### config.mk
export PLATFORM = sky130hd
export DESIGN_NAME = reg_manage
export DESIGN_NICKNAME = d
export VERILOG_FILES = /design/src/source/reg_pkg.sv /design/src/source/reg_file.sv /design/src/source/reg_context_table.sv /design/src/source/reg_operand_read.sv /design/src/source/reg_manage.sv
export SDC_FILE = /design/constraint.sdc
export NUM_CORES = 2
export LEC_CHECK = 0
export CAP_MARGIN = 25
export CELL_PAD_IN_SITES_DETAIL_PLACEMENT = 0
export CELL_PAD_IN_SITES_GLOBAL_PLACEMENT = 1
export CORE_MARGIN = 4
export CORE_UTILIZATION = 35
export CTS_CLUSTER_DIAMETER = 120
export DETAILED_ROUTE_END_ITERATION = 6
export DONT_BUFFER_PORTS = 1
export PLACE_DENSITY_LB_ADDON = 0.1
export SETUP_SLACK_MARGIN = 0.3
export SYNTH_ARGS = -nofsm -noshare
export SYNTH_HDL_FRONTEND = slang
export SYNTH_SLANG_ARGS = --single-unit
### constraint.sdc
create_clock -name clk -period 9.7 [get_ports clk]
set_input_delay 0.97 -clock clk [delete_from_list [all_inputs] [get_ports clk]]
set_output_delay 0.97 -clock clk [all_outputs]
set_load 0.05 [all_outputs]
### src/source/reg_pkg.sv
package reg_pkg;

    // data path widths
    localparam int word_width     = 32;
    localparam int reg_addr_width = 6;
    localparam int reg_count      = 2 ** reg_addr_width;

    // one bit per outstanding branch tag
    localparam int context_width = 4;

    // fixed register addresses
    localparam logic [reg_addr_width-1:0] zero_reg_addr = '0;
    localparam logic [reg_addr_width-1:0] link_reg_addr = 6'd1;

    // a register with this context has no write pending
    localparam logic [context_width-1:0] context_free = '0;

    // decoded request, one per cycle from decode
    typedef struct packed {
        logic                      rs1_en;
        logic [reg_addr_width-1:0] rs1;
        logic                      rs2_en;
        logic [reg_addr_width-1:0] rs2;
        logic                      rd_en;
        logic [reg_addr_width-1:0] rd;
        // branch tags this instruction runs under
        logic [context_width-1:0]  branch_context;
    } inst_vreg_t;

    // operands and grants handed back to decode
    typedef struct packed {
        logic                      rs1_ready;
        logic [word_width-1:0]     rs1_data;
        logic                      rs2_ready;
        logic [word_width-1:0]     rs2_data;
        logic                      rd_ready;
        logic [reg_addr_width-1:0] rd;
        logic                      squashed;
    } inst_issue_t;

    // result coming back from execute
    typedef struct packed {
        logic                      valid;
        logic [reg_addr_width-1:0] rd;
        logic [word_width-1:0]     data;
    } write_back_t;

endpackage

### src/source/reg_file.sv
`timescale 1ns/1ns
`default_nettype none

module reg_file import reg_pkg::*; (
    input  wire logic                      clk,
    input  wire logic                      reset,
    input  wire write_back_t               write_back,
    input  wire logic [reg_addr_width-1:0] rs1_addr,
    input  wire logic [reg_addr_width-1:0] rs2_addr,
    output logic      [word_width-1:0]     rs1_raw,
    output logic      [word_width-1:0]     rs2_raw,
    output logic      [word_width-1:0]     lr_data
);

    logic [word_width-1:0] regs [reg_count];
    logic                  wr_en;

    // register 0 is hardwired, never written
    assign wr_en = write_back.valid && (write_back.rd != zero_reg_addr);

    always_ff @(posedge clk) begin
        if (reset) begin
            for (int i = 0; i < reg_count; i++) begin
                regs[i] <= '0;
            end
        end else if (wr_en) begin
            regs[write_back.rd] <= write_back.data;
        end
    end

    // asynchronous read ports
    assign rs1_raw = regs[rs1_addr];
    assign rs2_raw = regs[rs2_addr];

    // link register tap, no forwarding here
    assign lr_data = regs[link_reg_addr];

endmodule

`default_nettype wire

### src/source/reg_context_table.sv
`timescale 1ns/1ns
`default_nettype none

module reg_context_table import reg_pkg::*; (
    input  wire logic                     clk,
    input  wire logic                     reset,
    input  wire inst_vreg_t               inst,
    input  wire inst_issue_t              issue,
    input  wire write_back_t              write_back,
    input  wire logic                     branch_hazard,
    input  wire logic [context_width-1:0] hazard_context,
    output logic      [reg_count-1:0]     pending
);

    // stored context per register
    logic [context_width-1:0] ctx_q [reg_count];

    // context after write-back and squash of this cycle
    logic [context_width-1:0] ctx_eff [reg_count];

    // value loaded at the next edge
    logic [context_width-1:0] ctx_next [reg_count];

    logic claim;

    // a granted claim on a real register
    assign claim = issue.rd_ready && (inst.rd != zero_reg_addr);

    always_comb begin
        for (int r = 0; r < reg_count; r++) begin
            logic wb_hit;
            logic hz_hit;

            wb_hit = write_back.valid && (write_back.rd == r[reg_addr_width-1:0]);
            hz_hit = branch_hazard && (|(ctx_q[r] & hazard_context));

            if (r == 0 || wb_hit || hz_hit) begin
                ctx_eff[r] = context_free;
            end else begin
                ctx_eff[r] = ctx_q[r];
            end

            pending[r] = |ctx_eff[r];
        end
    end

    // carry effective contexts forward and overlay the claim
    always_comb begin
        for (int r = 0; r < reg_count; r++) begin
            if (claim && (inst.rd == r[reg_addr_width-1:0])) begin
                ctx_next[r] = inst.branch_context;
            end else begin
                ctx_next[r] = ctx_eff[r];
            end
        end
    end

    always_ff @(posedge clk) begin
        if (reset) begin
            for (int r = 0; r < reg_count; r++) begin
                ctx_q[r] <= context_free;
            end
        end else begin
            for (int r = 0; r < reg_count; r++) begin
                ctx_q[r] <= ctx_next[r];
            end
        end
    end

endmodule

`default_nettype wire

### src/source/reg_operand_read.sv
`timescale 1ns/1ns
`default_nettype none

module reg_operand_read import reg_pkg::*; (
    input  wire inst_vreg_t               inst,
    input  wire write_back_t              write_back,
    input  wire logic [word_width-1:0]    rs1_raw,
    input  wire logic [word_width-1:0]    rs2_raw,
    input  wire logic [reg_count-1:0]     pending,
    input  wire logic                     branch_hazard,
    input  wire logic [context_width-1:0] hazard_context,
    output inst_issue_t                   issue
);

    logic squash;

    // forwarding hits, register 0 excluded
    logic rs1_fwd;
    logic rs2_fwd;

    logic [word_width-1:0] rs1_data;
    logic [word_width-1:0] rs2_data;

    logic rs1_ready;
    logic rs2_ready;
    logic rd_ready;

    // instruction runs under a tag being killed
    assign squash = branch_hazard && (|(inst.branch_context & hazard_context));

    assign rs1_fwd = write_back.valid
                  && (write_back.rd == inst.rs1)
                  && (inst.rs1 != zero_reg_addr);
    assign rs2_fwd = write_back.valid
                  && (write_back.rd == inst.rs2)
                  && (inst.rs2 != zero_reg_addr);

    assign rs1_data = rs1_fwd ? write_back.data : rs1_raw;
    assign rs2_data = rs2_fwd ? write_back.data : rs2_raw;

    // pending already accounts for this cycle's write-back
    assign rs1_ready = inst.rs1_en && !squash && !pending[inst.rs1];
    assign rs2_ready = inst.rs2_en && !squash && !pending[inst.rs2];

    // destination claim, stalls until the old write lands
    assign rd_ready = inst.rd_en && !squash && !pending[inst.rd];

    always_comb begin
        issue.rs1_ready = rs1_ready;
        issue.rs1_data  = rs1_data;
        issue.rs2_ready = rs2_ready;
        issue.rs2_data  = rs2_data;
        issue.rd_ready  = rd_ready;
        issue.rd        = inst.rd;
        issue.squashed  = squash;
    end

endmodule

`default_nettype wire

### src/source/reg_manage.sv
`timescale 1ns/1ns
`default_nettype none

module reg_manage import reg_pkg::*; (
    input  wire inst_vreg_t               inst,
    output inst_issue_t                   issue,
    input  wire write_back_t              write_back,
    output logic      [word_width-1:0]    lr_data,
    input  wire logic                     branch_hazard,
    input  wire logic [context_width-1:0] hazard_context,
    input  wire logic                     clk,
    input  wire logic                     reset
);

    logic [word_width-1:0] rs1_raw;
    logic [word_width-1:0] rs2_raw;
    logic [reg_count-1:0]  pending;

    // physical address equals the decoded one
    reg_file reg_file_i (
        .clk        (clk),
        .reset      (reset),
        .write_back (write_back),
        .rs1_addr   (inst.rs1),
        .rs2_addr   (inst.rs2),
        .rs1_raw    (rs1_raw),
        .rs2_raw    (rs2_raw),
        .lr_data    (lr_data)
    );

    reg_context_table reg_context_table_i (
        .clk            (clk),
        .reset          (reset),
        .inst           (inst),
        .issue          (issue),
        .write_back     (write_back),
        .branch_hazard  (branch_hazard),
        .hazard_context (hazard_context),
        .pending        (pending)
    );

    // combinational issue path back to decode
    reg_operand_read reg_operand_read_i (
        .inst           (inst),
        .write_back     (write_back),
        .rs1_raw        (rs1_raw),
        .rs2_raw        (rs2_raw),
        .pending        (pending),
        .branch_hazard  (branch_hazard),
        .hazard_context (hazard_context),
        .issue          (issue)
    );

endmodule

`default_nettype wire

=== Yosys cells after proc, flatten, opt, wreduce, memory -nomap -nowiden ===
Memory sizes are Yosys's and may differ from the RTL's.
Cells that the tools add are included.

* Register bits after elaboration: 0
* RAM bits: 2304
* Output and inout port bits: 106
* Word-level logic and storage cells: 872
* Memories kept: 2

* $lt $le $gt $ge: 3
* Eq/ne operators: 128
* Multiplexer cells: 208
* Bitwise gates (word level): 128
* Reduce and logical (&&, ||, !) cells: 403

{| class="wikitable"
|+ Memory list
! name !! words !! bits a word !! rd ports !! clocked after Yosys merged registers in !! write ports !! RTL line !! text
|-
| reg_file_i.regs || 64 || 32 || 3 || 0 || 64 || reg_file.sv:15 || <nowiki>logic [word_width-1:0] regs [reg_count];</nowiki>
|-
| reg_context_table_i.ctx_q || 64 || 4 || 63 || 0 || 64 || reg_context_table.sv:16 || <nowiki>logic [context_width-1:0] ctx_q [reg_count];</nowiki>
|}

{| class="wikitable"
|+ Operator list
! kind !! count
|-
| 2-to-1 mux 4 bit || 191
|-
| OR reduction 4 bit || 127
|-
| == test 6 bit, second input constant || 64
|-
| AND 4 bit || 64
|-
| logical AND 1 bit || 203
|-
| == test 6 x 5 -> 1 bit, second input constant || 32
|-
| == test 6 x 4 -> 1 bit, second input constant || 16
|-
| 2-to-1 mux 32 bit || 3
|-
| bitwise OR 1 bit || 64
|-
| logical OR 1 bit || 63
|-
| == test 6 x 3 -> 1 bit, second input constant || 8
|-
| OR reduction 32 bit || 1
|-
| == test 6 x 2 -> 1 bit, second input constant || 4
|-
| nonzero test 6 bit || 4
|-
| less-than comparator 6 x 7 -> 1 bit, second input constant || 3
|-
| binary-select mux 1 bit (select 6 bit) || 3
|-
| == test 6 x 1 -> 1 bit, second input constant || 2
|-
| == test 6 bit || 2
|-
| 2-to-1 mux 1 bit || 10
|-
| logical NOT 6 bit || 1
|-
| 2-to-1 mux 6 bit || 1
|-
| logical NOT 1 bit || 4
|}

=== Logic depth before layout (Yosys ltp) ===
An unclocked memory read counts as a cell.

* Depth after elaboration: 15
* Depth in mapped cells: 14

=== Modules after synthesis ===
From an unflattened synthesis, not the netlist that was laid out.

* Cells, all modules: 8564
* Area, all modules: 124415.6 um^2

{| class="wikitable"
|+ Modules (own cells, without submodules)
! module !! instances !! cells an instance !! area an instance (um^2)
|-
| reg_file || 1 || 6952 || 109308.6
|-
| reg_context_table || 1 || 1363 || 12325.6
|-
| reg_operand_read || 1 || 249 || 2781.4
|}

=== Worst setup path after synthesis ===
Ideal clock, no wire load.

* Path type: input -> output
* Start: input inst[19] (netlist name)
* End: output issue[42] (netlist name)
* Arrival time: 3.550 ns
* Data required time: 8.730 ns
* Slack: 5.180 ns
* Cell stages on the path: 8
* Path through: clkbuf_1 buf_2 clkbuf_1 buf_1 mux4_2 mux4_2 mux4_2 mux2_2

{| class="wikitable"
|+ RTL lines
! what !! RTL line !! text
|-
| start, declared || reg_manage.sv:5 || <nowiki>input wire inst_vreg_t inst,</nowiki>
|-
| end, declared || reg_manage.sv:6 || <nowiki>output inst_issue_t issue,</nowiki>
|}

==> results.cfg <==
[run_status]
outcome = finished with violations
violations = slew limit

[logic_synthesis]
postSynthAreaPerCell_um2 = 15.5
postSynth.asyncResetShare_pct = 0
synth_top_area_cell = edfxtp_1
synth-seq-area-share_pct = 54.5
yosysWarnings = 0
ys_types = 67
synth_top_area_share_pct = 50.4
synth.top_cells.by_area = edfxtp_1 50%, mux4_2 25%, and2_1 10%
synth.cell_area_mm2 = 0.122
synthCells = 7859
synth_seq_cells = 2300
ys.flop_type = edfxtp_1
synth-edff-count = 2048

[sta]
fin_crit_sh_pct = 71.2
slew_headroom_pct = -4.10
finalSetupTns_ps = 0
worst_pin_slew_ps = 1560
fin_skew_ps = 23.3
setup_viol = 0
rsz0062_at_grt = false
whs_ps = 257
fmax_ghz = 0.145
hold_viol = 0
finalCriticalPeriod_ps = 6910
slew_viol_final = 62

[die]
fp-row-count = 216
die_h_um = 598
die_w_um = 598
ioPinCount = 177
initial_utilization_pct = 35.2
design.core.area_mm2 = 0.347
die_area_mm2 = 0.358

[global_route]
grt_pass1_wl_mm = 708
antenna_found_initial = 95
grt_use_total_pct = 29.2
grt-ovfl-total = 0
grt_pass1_vias = 76700
grt_max_degree = 531

[setup_path]
ff2ff_path_depth = 8
startpoint_type = input pin
r2r_setup_slack_ps = 6110
arrival_ps = 5940
setup.worst_path.end_class = output port
r2r_end = reg_context_table_i.ctx_q[4][3]
critical_path_class = input pin to output port
worst-path-max-fanout = 208
r2r-start = reg_context_table_i.ctx_q[6][13]
crit_required_ps = 8730

[clocking]
insertion_delay_ps = 930
cts_tree = built
cts_buffers = 285
cts_buffer_depth = 4
path_clk_slew_ps = 60
cts.sinks = 2300
ctsHoldBuffers = 0
cts_resized = 0
postCtsSetupBuffers = 0
root_buffer = clkbuf_16
htree_levels = 5

[min_path]
holdPathEnd = reg_file_i.regs[31][7]
hold_depth = 1
hp-class = input pin to flop
hp-start = write_back[7]

[place]
dp_hpwl_mm = 296
numPortBuffers = 0
gp_congestion = 0.846

[routing]
first_pass_iters = 5
wl_per_cell_um = 42.9
drt_iter0_drc = 11800
routed_wl_mm = 530
post-route-drc-count = 0
vias = 77300
viasPerCell = 6.27
ant_nets = 0

[power_and_ir_drop]
powerDensity_mw_per_mm2 = 184
peakVddDrop_v = 0.000143
p_leak_nw = 44.5

[final_layout]
final_nets = 7589
area_growth_pct = 11.3
drive_gt1_share_pct = 28.0

[job]
maxCapViolCount = 0
-- kinds of logic (layout without fill, tap and decap cells) --
group / count (synthesis) / in the layout / synth area share, %
xor gates and xnor gates: 11 / 11 / 0.0790
buffers and inverters: 869 / 715 / 3.01
DFF: 2300 / 2300 / 54.5
muxes: 1429 / 1429 / 25.7
and+or+nand+nor: 2644 / 2644 / 12.9
other: 1 / 59 / 0.00307
AOI/OAI and AO/OA: 605 / 605 / 3.77
-- through the flow --
stage	instance area [um^2]	util (%)	total power, mW	std cells	setup slack [ps]
after floorplan	122000	-	13.6	7890	5180
after global placement	126000	36.4	14.3	11800	4030
after detailed placement	126000	36.4	14.3	11800	4680
after CTS	135000	39.0	24.9	12300	4640
after global routing	136000	39.1	25.6	12300	2760
final	136000	39.2	24.9	12300	2790
-- cells in the mapped netlist (4+ instances only) --
| cell | count |
|---|---|
| mux2i_1 | 7 |
| nand2_1 | 131 |
| nor2_1 | 198 |
| a32o_1 | 13 |
| nor2b_1 | 35 |
| a211o_1 | 21 |
| clkbuf_1 | 639 |
| nand2b_1 | 14 |
| nor3b_1 | 4 |
| dfxtp_1 | 252 |
| or2_2 | 68 |
| nor4_1 | 70 |
| a211oi_1 | 22 |
| o21ai_1 | 10 |
| buf_6 | 23 |
| a21oi_1 | 39 |
| buf_4 | 21 |
| or3_1 | 14 |
| o21ai_0 | 71 |
| nor3_1 | 11 |
| xnor2_1 | 7 |
| buf_2 | 126 |
| buf_1 | 55 |
| xor2_1 | 4 |
| edfxtp_1 | 2048 |
| and2_1 | 2018 |
| a22oi_1 | 87 |
| a22o_1 | 230 |
| nand3b_1 | 5 |
| nand4_1 | 4 |
| nand3_1 | 46 |
| a21boi_0 | 27 |
| inv_1 | 4 |
| mux2_2 | 66 |
| o22ai_1 | 30 |
| a21boi_1 | 8 |
| mux4_2 | 1356 |
| o41ai_1 | 20 |
-- final cells by class --
type                    instances  area [um^2]
clock inverters               136         1190
repair buffers                206         1880
multi-input cells            4721        52500
flip-flops and latches       2300        66500
diodes                         27         67.6
fillers                     31500       211000
inverters                       4         15.0
clock buffers                 369         7790
well taps                    4578         5730
-- flip-flops by register name (all words and copies together), names as in the netlist --
signal and flops:
reg_file_i.regs 2048, reg_context_table_i.ctx_q 252
-- worst max-delay path by stage --
stage / startpoint / endpoint / slack (ps) / cells after the start
3_3_place_gp: reset / reg_context_table_i.ctx_q[1][13] / 4030 / 9
2_1_floorplan: inst[19] / issue[42] / 5180 / 8
3_5_place_dp: write_back[36] / issue[7] / 4680 / 10
6_report: inst[19] / issue[42] / 2790 / 7
4_1_cts: reg_context_table_i.ctx_q[12][2] / issue[7] / 4640 / 8
5_1_grt: inst[19] / issue[42] / 2760 / 7
-- critical path, stage by stage --
cell and delay, ps:
buf_16 580, buf_16 960, buf_16 810, mux4_2 450
mux4_2 540, mux4_2 700, mux2_2 470
-- cell usage in the layout (no fill, tap or decap), types with 42 or more instances in the layout --
cell       count
mux2_2        66
nand3_1       46
and2_1      2018
clkbuf_16    296
a22oi_1       87
clkinv_2      42
buf_4        183
nor2_1       132
clkbuf_1      62
a22o_1       230
dfxtp_1      252
o21ai_0       70
nor4_1        70
clkinv_1      56
edfxtp_1    2048
mux4_2      1356
nor2_4        65
nand2_1      131
-- metal layers --
metal	global-route usage, %	wire length [um]
met2	45.0	242000
met4	10.1	20900
met5	0	134
met1	40.8	217000
met3	6.26	49600
-- power breakdown --
part	total, mW	internal [mW]	switching [mW]
combinational	2.82	1.19	1.63
clock	10.6	6.14	4.47
sequential	11.5	11.2	0.278
Power figures use the tool's default switching activity.
